`src/common/csctl_pkg.sv`:
```
// Control-store control package with phase code, sizes, vector types and strobe structs
`default_nettype none

package csctl_pkg;

    // Field widths fixed by the microword format
    localparam int MA_WIDTH   = 8;                  // Micro address within one bank
    localparam int MW_WIDTH   = 32;                 // Microinstruction word
    localparam int CC_WIDTH   = 3;                  // Phase code cc3..cc1
    localparam int CIDX_WIDTH = 4;                  // Cache index from low address bits

    // Memory depths
    localparam int CS_DEPTH    = 1 << MA_WIDTH;     // Words per control store bank
    localparam int CACHE_DEPTH = 16;                // Microinstruction cache entries

    // Last phase of the microcycle, term_n low here
    localparam logic [CC_WIDTH-1:0] PHASE_LAST = 3'd7;

    typedef logic [MA_WIDTH-1:0]   micro_addr_t;    // Index within a bank
    typedef logic [MW_WIDTH-1:0]   micro_word_t;    // One microinstruction
    typedef logic [CIDX_WIDTH-1:0] cache_idx_t;     // Cache entry number

    // Phase code, active high
    // Bit 2 is cc3, bit 1 is cc2, bit 0 is cc1
    // Phase a is 0 and phase h is 7
    typedef logic [CC_WIDTH-1:0] cc_code_t;

    // Mode and fetch inputs to the strobe decode
    typedef struct packed {
        logic form_n;                               // Map format cycle
        logic lcs_n;                                // Load control store
        logic rwcs_n;                               // Read/write control store
        logic wcs_n;                                // Write control store
        logic brk_n;                                // Break in progress
        logic wca_n;                                // Write cache address
        logic fetch;                                // Instruction fetch, active high
        logic lua12;                                // Upper bank select, active high
    } csctl_ctl_t;

    // Strobes from the decode, all active low
    typedef struct packed {
        logic wica_n;                               // Write pulse into microinstruction cache
        logic wcstb_n;                              // Write pulse into writable store
        logic ecsl_n;                               // Hold the output latch
        logic ewca_n;                               // Put write-address register on ma
        logic eupp_n;                               // Enable upper bank read
        logic elow_n;                               // Enable lower bank read
    } csctl_strobe_t;

endpackage

`default_nettype wire

```
`src/csctl/csctl_decode.sv`:
```
// Control-store strobe decode, sum-of-products equations for the six active-low strobes
`timescale 1ns/100ps
`default_nettype none

module csctl_decode (
    input  wire                       clk,      // Assertions only
    input  wire                       rst_n,    // Assertions only
    input  wire csctl_pkg::csctl_ctl_t ctl,     // Mode and fetch inputs
    input  wire csctl_pkg::cc_code_t  cc,       // Phase from the timer
    input  wire                       term_n,   // Last phase marker
    output csctl_pkg::csctl_strobe_t  strb      // Decoded strobes
);

    // Active-high copies of the mode inputs
    logic form, lcs, rwcs, wcs, brk, wca;
    logic cc1, cc2, cc3;
    logic term;

    assign form = ~ctl.form_n;
    assign lcs  = ~ctl.lcs_n;
    assign rwcs = ~ctl.rwcs_n;
    assign wcs  = ~ctl.wcs_n;
    assign brk  = ~ctl.brk_n;
    assign wca  = ~ctl.wca_n;
    assign cc1  = cc[0];
    assign cc2  = cc[1];
    assign cc3  = cc[2];
    assign term = ~term_n;

    // Cache write pulse on a fetch with wca, never in the last phase
    assign strb.wica_n = ~(wca & ctl.fetch & term_n);

    // Store write pulse, late in the cycle for slow PROM timing
    assign strb.wcstb_n = ~((~cc3 & cc2 & cc1 & wcs & rwcs)   // Phase 3 on a wcs write
                          | (cc3 & ~cc2 & cc1 & lcs));        // Phase 5 on load control

    // Output latch hold on a control store read
    assign strb.ecsl_n = ~((rwcs & ~wcs & cc3 & term_n)        // Phases 4 to 6
                         | (rwcs & ~wcs & ~cc1 & cc2 & term_n)); // Phase 2, overlaps ewca

    // Write-address register onto ma, kept off phase 0 to avoid a blip
    assign strb.ewca_n = ~((rwcs & ~cc3 & cc2 & term_n)
                         | (rwcs & ~cc3 & cc1 & term_n));

    // Upper bank read enable
    assign strb.eupp_n = ~(ctl.lua12                           // Normal addressing
                         | (wca & ctl.fetch)                   // Cache fill
                         | (ctl.fetch & ~cc1 & ~cc2 & ~cc3 & term_n)); // Early fetch window

    // Lower bank read enable
    assign strb.elow_n = ~((~ctl.lua12 & ~ctl.fetch)           // Normal addressing
                         | (~ctl.lua12 & term)                 // Bank by lua12 before fetch
                         | (form & ~brk & cc2 & term_n)        // Map cycle
                         | (form & ~brk & cc3 & term_n)
                         | (~ctl.lua12 & brk & cc2 & term_n)   // Break uses lua12 bank
                         | (~ctl.lua12 & brk & cc3 & term_n));

    // No store write in the terminate phase of the timer
    a_wcstb_not_term : assert property (
        @(posedge clk) disable iff (!rst_n) !term_n |-> strb.wcstb_n
    ) else $error("wcstb_n low while term_n low");

    // ewca only inside phases 1 to 3
    a_ewca_window : assert property (
        @(posedge clk) disable iff (!rst_n) !strb.ewca_n |-> (cc inside {3'd1, 3'd2, 3'd3})
    ) else $error("ewca_n low outside phases 1 to 3");

    // Cache writes belong to fetch cycles
    a_wica_fetch : assert property (
        @(posedge clk) disable iff (!rst_n) !strb.wica_n |-> ctl.fetch
    ) else $error("wica_n low without fetch");

endmodule

`default_nettype wire

```
`config.mk`:
```
export PLATFORM = sky130hd
export DESIGN_NAME = csctl_decode
export DESIGN_NICKNAME = d
export VERILOG_FILES = /design/src/common/csctl_pkg.sv /design/src/csctl/csctl_decode.sv
export SDC_FILE = /design/constraint.sdc
export NUM_CORES = 1
export LEC_CHECK = 0
export ABC_AREA = 1
export BUFFER_PORTS_ARGS = -buffer_cell sky130_fd_sc_hd__buf_2
export CORE_AREA = 2 2 39 41
export DETAILED_ROUTE_END_ITERATION = 16
export DIE_AREA = 0 0 41 43
export RECOVER_POWER = 50
export SETUP_SLACK_MARGIN = 0.05
export SYNTH_ARGS = -nofsm -noshare
export SYNTH_HDL_FRONTEND = slang
export SYNTH_SLANG_ARGS = --single-unit
```
`constraint.sdc`:
```
create_clock -name vclk -period 0.8
set_input_delay 0.12 -clock vclk [all_inputs]
set_output_delay 0.12 -clock vclk [all_outputs]
set_load 0.01 [all_outputs]
```
### Word-level counts from Yosys, hierarchy flattened

Cells that the tools add are included.

| storage, ports and cells | value |
|---|---|
| memories | 0 |
| bits in writable memories | 0 |
| latch bits | 0 |
| output and inout bits | 6 |
| ROM bits | 0 |
| word-level logic and storage cells | 64 |
| register bits | 0 |

| cells by class | value |
|---|---|
| shift operators | 0 |
| multipliers | 0 |
| bitwise logic cells | 64 |
| mux-type cells | 0 |
| reductions and logical operators | 0 |
| equality and inequality tests | 0 |
| div/mod/pow operators | 0 |
| add/subtract/negate cells | 0 |
| order comparisons | 0 |

Operators by type and width:

| operator | number |
|---|---|
| $and 1x1->1 | 36 |
| $not 1->1 | 18 |
| $or 1x1->1 | 10 |

### Depth between registers and ports, before layout

| depth | value |
|---|---|
| word-level depth | 9 |
| mapped depth | 5 |

### Worst setup path before layout

Ideal clock, no wire load.

| timing | value |
|---|---|
| path kind | input -> output |
| start point | input port cc[2] |
| end point | output port strb[0] (netlist bit) |
| slack | 0.203 ns |
| stages on the path | 5 |
| arrival | 0.477 ns |
| path through | inv_1 nand2_2 nand2_2 nor2_2 nor2_1 |

RTL lines:

| element | line | RTL |
|---|---|---|
| start: declaration | csctl_decode.sv:9 | `input wire csctl_pkg::cc_code_t cc,` |
| end: declaration | csctl_decode.sv:11 | `output csctl_pkg::csctl_strobe_t strb` |

==> results.ini <==
[routing]
wl_per_cell_um=7.29
drt_iter0_drc=0
drtPass1Iterations=1
highest_layer=met3
wl_met2_um=181
drc_errors=0
met1_length_um=231
via_count=246
wl_um=496
ant_nets=0
viasPerCell=3.62
met3_length_um=84

[synth]
syn_avg_cell_area_sq_um=4.30
netlist_top_cells_count=nand2_1 (10), inv_1 (6), nor2_1 (6), nand2_2 (2), nand3_1 (2)
syn_area_sq_um=138
synth.area.top_cells=nand2_1 (27%), inv_1 (16%), nor2_1 (16%), nand2_2 (9.1%), nand3_1 (7.3%)
yosys.area.top_type=nand2_1
yosysUniqueCellTypes=11
synth_cells=32
synth_fp_nets=46
ys_seq_area_share_pct=0
synth.most_common_cell=nand2_1
synth_warnings=0
yosys.area.top_type_share_pct=27.3

[final_layout]
antenna_cells=0
fillCellCount=153
n_sequential_cell=0
nClkBuffers=0
final_nets=68
multi_input_area_sq_um=139
layout-drive-gt1-share_pct=55.8
fin_util_pct=24.4
area_delta_synth_final_pct=145
seq_area_sq_um=0

[hold_path]
hp-class=primary input to primary output

[worst_setup_path]
cp-start-kind=primary input
critical_path_class=primary input to primary output
cp.required_ns=0.68
crit_path_end_kind=primary output
crit_fanout=3
arrival_ns=0.62
critPathCapture=strb[0]
cp-startpoint=cc[2]

[power_and_ir_drop]
fin_total_pwr_w=0.000161
ir_drop_v=0.000133
power.density_nw_per_um2=477
p_leak_nw=0.184

[global_route]
grt_max_degree=4
antenna_found_initial=0
grt_usage_pct=5.59
grt_pass1_wl_um=759
grt_pass1_vias=205
grt_overflow=0

[flow_run]
cap_violations=0

[sta]
fin_crit_sh_pct=92.2
rsz0062_at_grt=yes
drv_slew=0
max_clock_freq_mhz=1360
final_hold_viol_count=0
worst_pin_slew_ns=0.142
finalCriticalPeriod_ns=0.738
setup_viol=0
slew_headroom_pct=90.6

[floorplan]
die_h_um=43
start_util_pct=9.95
row_count=14
core_area_sq_um=1380
ios=20
die_w_um=41
die_area_sq_um=1760

[placement]
place.gp.congestion=0.555
dp_hpwl_um=420
port_buffers=18

[status]
status=finished clean

## metrics by stage
step           TNS (ns)  hold slack (ns)  setup slack, ns  cells  area [sq um]
2_1_floorplan         0            0.348            0.203     32           138
3_3_place_gp    -0.0139            0.519          -0.0139     68           263
5_1_grt               0            0.571           0.0170     68           338
6_report              0            0.537           0.0623     68           338
3_5_place_dp    -0.0129            0.524          -0.0129     68           263
4_1_cts               0            0.524           0.0506     68           313
## final cells by class
class / instances / share of cell area, %
timing repair buffer: 20 / 41.9
multi-input combinational: 24 / 41.1
inverter: 8 / 11.1
tap: 16 / 5.93
## power breakdown
part	internal [W]	leakage (nW)	switching (W)	total, W
Clock	0	0	0	0
Sequential	0	0	0	0
Combinational	0.0000833	0.184	0.0000778	0.000161
## critical path: stages
cell     delay, ns
buf_6         0.11
inv_4         0.06
nand2_4       0.04
nand2_2       0.06
nor2_2        0.03
nor2_1        0.07
buf_2         0.13
## timing repair
action	CTS	global route
hold buffers	0	0
setup buffers	0	0
pin swaps	7	7
setup endpoints to repair	4	4
resized for setup	16	8
## placed cells by master (no fill, tap or decap)
cell,count
a21oi_2,1
buf_2,10
buf_4,1
buf_6,5
buf_8,1
clkbuf_1,2
clkbuf_2,1
inv_1,5
inv_4,3
nand2_1,9
nand2_2,2
nand2_4,1
nand3_1,1
nand3_2,1
nand4_1,1
nor2_1,4
nor2_2,1
nor2_4,2
o211ai_1,1
## layer usage
metal / vias to the layer above / global-route usage (%)
met4: 0 / 0
met5: - / 0
met3: 0 / 0
met2: 17 / 8.13
li1: 137 / -
met1: 92 / 9.49
## logic make-up (layout without fill, tap and decap cells)
family                 after synthesis  count (layout)  synth area share (%)
and+or+nand+nor                     22              22                  69.1
AOI/OAI and AO/OA                    2               2                  9.09
buffers and inverters                8              28                  21.8
## worst min path at each step
stage               cells after the start  slack (ns)   start       to
floorplan                               1        0.35   cc[1]  strb[2]
global placement                        4        0.52  ctl[2]  strb[5]
detailed placement                      4        0.52  ctl[2]  strb[5]
global route                            4        0.57  ctl[5]  strb[2]
finish                                  4        0.54  ctl[5]  strb[2]
CTS                                     4        0.52  ctl[2]  strb[5]
(Power assumes the default switching activity.)
