[src/common/csctl_pkg.sv]
// Control-store control package with phase code, sizes, vector types and strobe structs
`default_nettype none

package csctl_pkg;

    // Field widths fixed by the microword format
    localparam int MA_WIDTH   = 8;                  // Micro address within one bank
    localparam int MW_WIDTH   = 32;                 // Microinstruction word
    localparam int CC_WIDTH   = 3;                  // Phase code cc3..cc1
    localparam int CIDX_WIDTH = 4;                  // Cache index from low address bits

    // Memory depths
    localparam int CS_DEPTH    = 1 << MA_WIDTH;     // Words per control store bank
    localparam int CACHE_DEPTH = 16;                // Microinstruction cache entries

    // Last phase of the microcycle, term_n low here
    localparam logic [CC_WIDTH-1:0] PHASE_LAST = 3'd7;

    typedef logic [MA_WIDTH-1:0]   micro_addr_t;    // Index within a bank
    typedef logic [MW_WIDTH-1:0]   micro_word_t;    // One microinstruction
    typedef logic [CIDX_WIDTH-1:0] cache_idx_t;     // Cache entry number

    // Phase code, active high
    // Bit 2 is cc3, bit 1 is cc2, bit 0 is cc1
    // Phase a is 0 and phase h is 7
    typedef logic [CC_WIDTH-1:0] cc_code_t;

    // Mode and fetch inputs to the strobe decode
    typedef struct packed {
        logic form_n;                               // Map format cycle
        logic lcs_n;                                // Load control store
        logic rwcs_n;                               // Read/write control store
        logic wcs_n;                                // Write control store
        logic brk_n;                                // Break in progress
        logic wca_n;                                // Write cache address
        logic fetch;                                // Instruction fetch, active high
        logic lua12;                                // Upper bank select, active high
    } csctl_ctl_t;

    // Strobes from the decode, all active low
    typedef struct packed {
        logic wica_n;                               // Write pulse into microinstruction cache
        logic wcstb_n;                              // Write pulse into writable store
        logic ecsl_n;                               // Hold the output latch
        logic ewca_n;                               // Put write-address register on ma
        logic eupp_n;                               // Enable upper bank read
        logic elow_n;                               // Enable lower bank read
    } csctl_strobe_t;

endpackage

`default_nettype wire

[src/control_store/micro_cache.sv]
// Microinstruction cache with write-address register and micro address multiplexer
`timescale 1ns/100ps
`default_nettype none

module micro_cache (
    input  wire                          clk,
    input  wire                          rst_n,
    input  wire csctl_pkg::micro_addr_t  addr,        // External micro address
    input  wire                          wca_n,       // Load write-address register
    input  wire csctl_pkg::csctl_strobe_t strb,       // Strobes from the decode
    input  wire csctl_pkg::micro_word_t  cs_data,     // Latched store output
    input  wire csctl_pkg::cache_idx_t   cache_addr,  // Cache read index
    output csctl_pkg::micro_addr_t       ma,          // Effective micro address
    output csctl_pkg::micro_word_t       cache_data   // Cache read word
);

    import csctl_pkg::*;

    micro_addr_t wca_q;                     // Write-address register
    cache_idx_t  wr_idx;                    // Cache entry being filled
    micro_word_t cache_mem [CACHE_DEPTH];

    // Capture the external address while wca_n is low
    always_ff @(posedge clk or negedge rst_n) begin
        if (!rst_n) begin
            wca_q <= '0;
        end else if (!wca_n) begin
            wca_q <= addr;
        end
    end

    // Register drives ma only while ewca_n is low
    assign ma = strb.ewca_n ? addr : wca_q;

    assign wr_idx = ma[CIDX_WIDTH-1:0];     // Low address bits pick the entry

    // Cache fill from the store latch
    always_ff @(posedge clk) begin
        if (!strb.wica_n) begin
            cache_mem[wr_idx] <= cs_data;
        end
    end

    assign cache_data = cache_mem[cache_addr]; // Asynchronous read

endmodule

`default_nettype wire

[config.mk]
export PLATFORM = sky130hd
export DESIGN_NAME = micro_cache
export DESIGN_NICKNAME = d
export VERILOG_FILES = /design/src/common/csctl_pkg.sv /design/src/control_store/micro_cache.sv
export SDC_FILE = /design/constraint.sdc
export NUM_CORES = 1
export LEC_CHECK = 0
export BUFFER_PORTS_ARGS = -buffer_cell sky130_fd_sc_hd__buf_2
export CAP_MARGIN = 20
export CELL_PAD_IN_SITES_DETAIL_PLACEMENT = 0
export CELL_PAD_IN_SITES_GLOBAL_PLACEMENT = 1
export CORE_UTILIZATION = 58
export CTS_BUF_LIST = sky130_fd_sc_hd__clkbuf_8 sky130_fd_sc_hd__clkbuf_16
export DETAILED_ROUTE_END_ITERATION = 16
export PLACE_DENSITY_LB_ADDON = 0.1
export SYNTH_ARGS = -nofsm -noshare
export SYNTH_HDL_FRONTEND = slang
export SYNTH_SLANG_ARGS = --single-unit
[constraint.sdc]
create_clock -name clk -period 5.6 [get_ports clk]
set_clock_uncertainty 0.05 [all_clocks]
set_input_delay 1.4 -clock clk [delete_from_list [all_inputs] [get_ports clk]]
set_output_delay 1.4 -clock clk [all_outputs]
set_load 0.01 [all_outputs]
== Word-level counts from Yosys, hierarchy flattened ==
Memories as Yosys holds them, arrays and structs flattened.
Index checks and enable logic that the tools add are counted.
Storage, ports and cells
  register bits after elaboration: 8
  memory bits (writable): 512
  input port bits: 53
  output and inout bits: 40
  word-level logic and storage cells: 4
  memories: 1
Cells by class
  mux-type cells: 2
Memory list
  cache_mem: words 16, width 32, rd ports 1, clocked after Yosys merged registers in 0, wr ports 1, RTL line micro_cache.sv:21  | micro_word_t cache_mem [CACHE_DEPTH];
Operators with widths (count)
  two-way mux 8 bit: 1
  two-way mux 1 bit: 1

== Depth between registers and ports, before layout ==
  word-level depth: 1
  depth in mapped cells: 5
  gate-level depth less buffers: 3

== Worst setup path after synthesis ==
No wires, ideal clock.
  kind: input to output
  start point: input port cache_addr[0]
  end point: output port cache_data[10]
  arrival time: 2626 ps
  required time: 4150 ps
  setup slack: 1524 ps
  stages on the path: 5
  buffers on the path: 2
  path through: buf_2 buf_2 mux4_2 a22oi_1 nand2_1
On the way
  cells in the longest elaborated chain, start to end: 1
RTL lines
  start, declared: RTL line micro_cache.sv:12  | input wire csctl_pkg::cache_idx_t cache_addr,
  memory read (16 x 32 bit)
  end, declared: RTL line micro_cache.sv:14  | output csctl_pkg::micro_word_t cache_data
No other way between the ends.

== Worst setup path after layout ==
  start point: input port cache_addr[0]
  end point: output port cache_data[21]
Same word-level chain as after synthesis.

==> key figures <==
STA
  – Hold WS: about 0.46 ns
  – Min Tclk post-route: 4.67 ns
  – Crit share post-route: 83.4%
  – Total negative slack: 0 ns
  – Normalized max-slew margin: 32.7%
  – Final hold vios: 0
  – Max-slew violations: 0
  – Worst slew pin tran: 1.01 ns
  – RSZ-0062 raised after global routing: no
  – Setup ws final: 0.931 ns
  – # setup viols final: 0
  – Max Fclk: 214 MHz

Yosys
  – Avg Cell Area, Syn: 23.2 sq um
  – Post-synth top flop: edfxtp_1
  – Top-count cell post-synth: edfxtp_1
  – Mapped Area: 19700 sq um
  – Async set-reset flop share out of synthesis: roughly 1.5%
  – Commonest cells post-synth: 512 x edfxtp_1, 128 x mux4_2, 64 x a22oi_1
  – Ys Warns: 0
  – Synth top area cells: edfxtp_1 78%, mux4_2 15%, a22oi_1 2.4%
  – Yosys reg bits: 520
  – Synthesized instance count: between 800 and 900
  – Post-synth top area cell: edfxtp_1
  – Top-area cell type share of the netlist area: about 78%
  – Post-synth EDFFs: about 510
  – Post-synthesis sequential area ratio: 79.1%
  – Post-Syn Nets: 903
  – Unique masters post-synth: 28

Critical path
  – CP startpoint kind: primary input
  – Kind of critical path: in2out
  – Worst setup path startpoint: cache_addr[0]
  – Cell family with most CP delay: buffers and inverters
  – Crit path largest cell delay: 0.54 ns
  – R2r setup slk: 2.88 ns
  – Slowest cell on crit path: mux4_2
  – Crit end category: primary output
  – R2R cell count: 4
  – CP arrival: between 3 and 4 ns
  – Required time of the critical path: 4.15 ns
  – Crit path max fanout: 36
  – R2R Path End: cache_mem[5][5]$_DFFE_PP_
  – Crit path buffers/inverters: 3
  – Critical R2R Launch: wca_q[3]$_DFFE_PN0N_
  – CP Cell Sequence: clkbuf_8, buf_12, mux4_2, a22oi_1, nand2_1, buf_2

Finish
  – Cell area after layout: 22400 sq um
  – Final net count: 1025
  – Finished Layout Cells: 1461
  – Final Util: 67.0%
  – Layout cells sized above 1: 33.5%
  – Area grow syn2layout: 13.9%
  – Filler cells: 2058

Drt
  – Vias per cell: 6.23
  – Final ANT Viol Nets: 0
  – Drt first pass iters: 7
  – Via count: 9100
  – Initial DRC Count: 939
  – WL final: about 40000 um
  – DRC viols: 0
  – Met2 wire len: around 20000 um
  – Met3 WL post-DR: around 3400 um
  – WL met1: 16000 um
  – Highest Signal Layer: met5
  – Drt wl/cell: approximately 28 um

Power
  – Net Sw Power: approximately 1.6 mW
  – Comb power frac: around 5.7%
  – LEAKAGE: 7.30 nW
  – Total Power: 7.89 mW
  – Sw Ratio: ~21%
  – Part of the power in registers: about 55%
  – Peak VDD IR: 293 uV
  – Clock Power Share: 38.9%
  – PwrDens: ~350 nW/um^2
  – Cell Int Power: between 6 and 7 mW

Placement
  – DP Cell Count: 1368
  – RD Place Congestion: 0.734
  – I/O Buffers: 88
  – Post-DP HPWL: 21500 um
  – Pre-CTS WS: 0.869 ns
  – Post-DP Area: 20900 sq um

Global routing
  – First-pass GRT wire length: 58300 um
  – Vias in the first global route: 9253
  – GRT Overall Usage: 24.2%
  – Global route overflow: 0
  – Largest net degree at the start of global routing: 37
  – Antenna violations before repair: 3

Min path
  – Hold Path Cell Cnt: 1
  – Worst Hold Class: reg2reg
  – Hold EP: wca_q[5]$_DFFE_PN0N_
  – Hold path start: wca_q[5]$_DFFE_PN0N_

Floorplanning
  – Chip width: 186 um
  – Rows: 67
  – CORE AREA: 33400 sq um
  – Die H: 186 um
  – Die area: 34700 sq um
  – I/O pin total: 93
  – Initial Util: 58.8%

Job
  – Max-cap violation count: 0

CTS
  – Post-CTS Setup Bufs: 0
  – H-tree depth: 2
  – Clock transition at path regs: 0.06 ns
  – Post-CTS sizing: 0
  – Clock Sink Count: 520
  – CTS tree: yes
  – Max Buffers Root-to-Sink: 3
  – Clk_lat worst skew: 0.56 ns
  – TritonCTS buffer count: 50
  – Clk root buf: clkbuf_16
  – CTS Hold Bufs: 0

Outcome
  – Outcome: completed
-- cell families after synthesis --
group	share of synthesized area [%]
DFF	79.1
muxes	15.4
AOI/OAI and AO/OA	2.77
and+or+nand+nor	1.52
buffers and inverters	1.13
-- layout by cell type (no fill, tap or decap), types with 3 or more instances in the layout --
cell       netlist  final
buf_2            9     86
buf_4            9     23
a22oi_1         64     64
mux4_2         128    128
dfrtp_1          8      8
clkinv_2         0      4
edfxtp_1       512    512
nand2_1         35     35
a21o_1           3      3
diode_2          0      3
nor2_4           0     17
clkbuf_16        0     53
nand3b_1         3      3
inv_1            1     23
buf_12           0      6
mux2_2          14     14
clkinv_1         0      9
-- how the worst max path moves through the flow --
| stage | to | slack [ns] | cells after the start |
|---|---|---|---|
| CTS | cache_data[21] | 0.86 | 6 |
| finish | cache_data[21] | 0.93 | 6 |
| global placement | cache_data[22] | 0.89 | 6 |
| global route | cache_data[21] | 0.78 | 6 |
| detailed placement | cache_data[21] | 0.87 | 6 |
| floorplan | cache_data[10] | 1.52 | 5 |
-- worst register-to-register path: stages, from the launching register on --
cell     delay [ns]
dfrtp_1        0.43
or3b_2         0.47
a21o_1         0.32
nor2_4         0.60
buf_4          0.50
-- per-layer routing --
metal	GRT usage (%)	vias to the layer above
met5	0	-
met4	6.10	2
met3	5.20	55
met2	40.2	372
met1	33.2	4792
li1	-	3879
-- power by group through the flow --
stage               clock (mW)  combinational (mW)  sequential (mW)
floorplan                    0               0.258             4.45
global placement             0               0.439             4.44
detailed placement           0               0.456             4.45
CTS                       3.12               0.457             4.37
global route              3.28               0.485             4.37
finish                    3.07               0.450             4.37
-- final cells by class --
class / count / area [sq um] / share of cell area (%)
clock inverter: 37 / 178 / 0.793
antenna: 3 / 7.51 / 0.0335
inverter: 1 / 3.75 / 0.0167
multi-input combinational: 283 / 4030 / 18.0
timing repair buffer: 116 / 737 / 3.29
tap: 448 / 561 / 2.50
clock buffer: 53 / 1330 / 5.92
sequential: 520 / 15600 / 69.5
-- registers in the layout, summed over array words and instances (netlist names) --
name,flops
cache_mem,512
wca_q,8
Power figures use the tool's default switching activity.
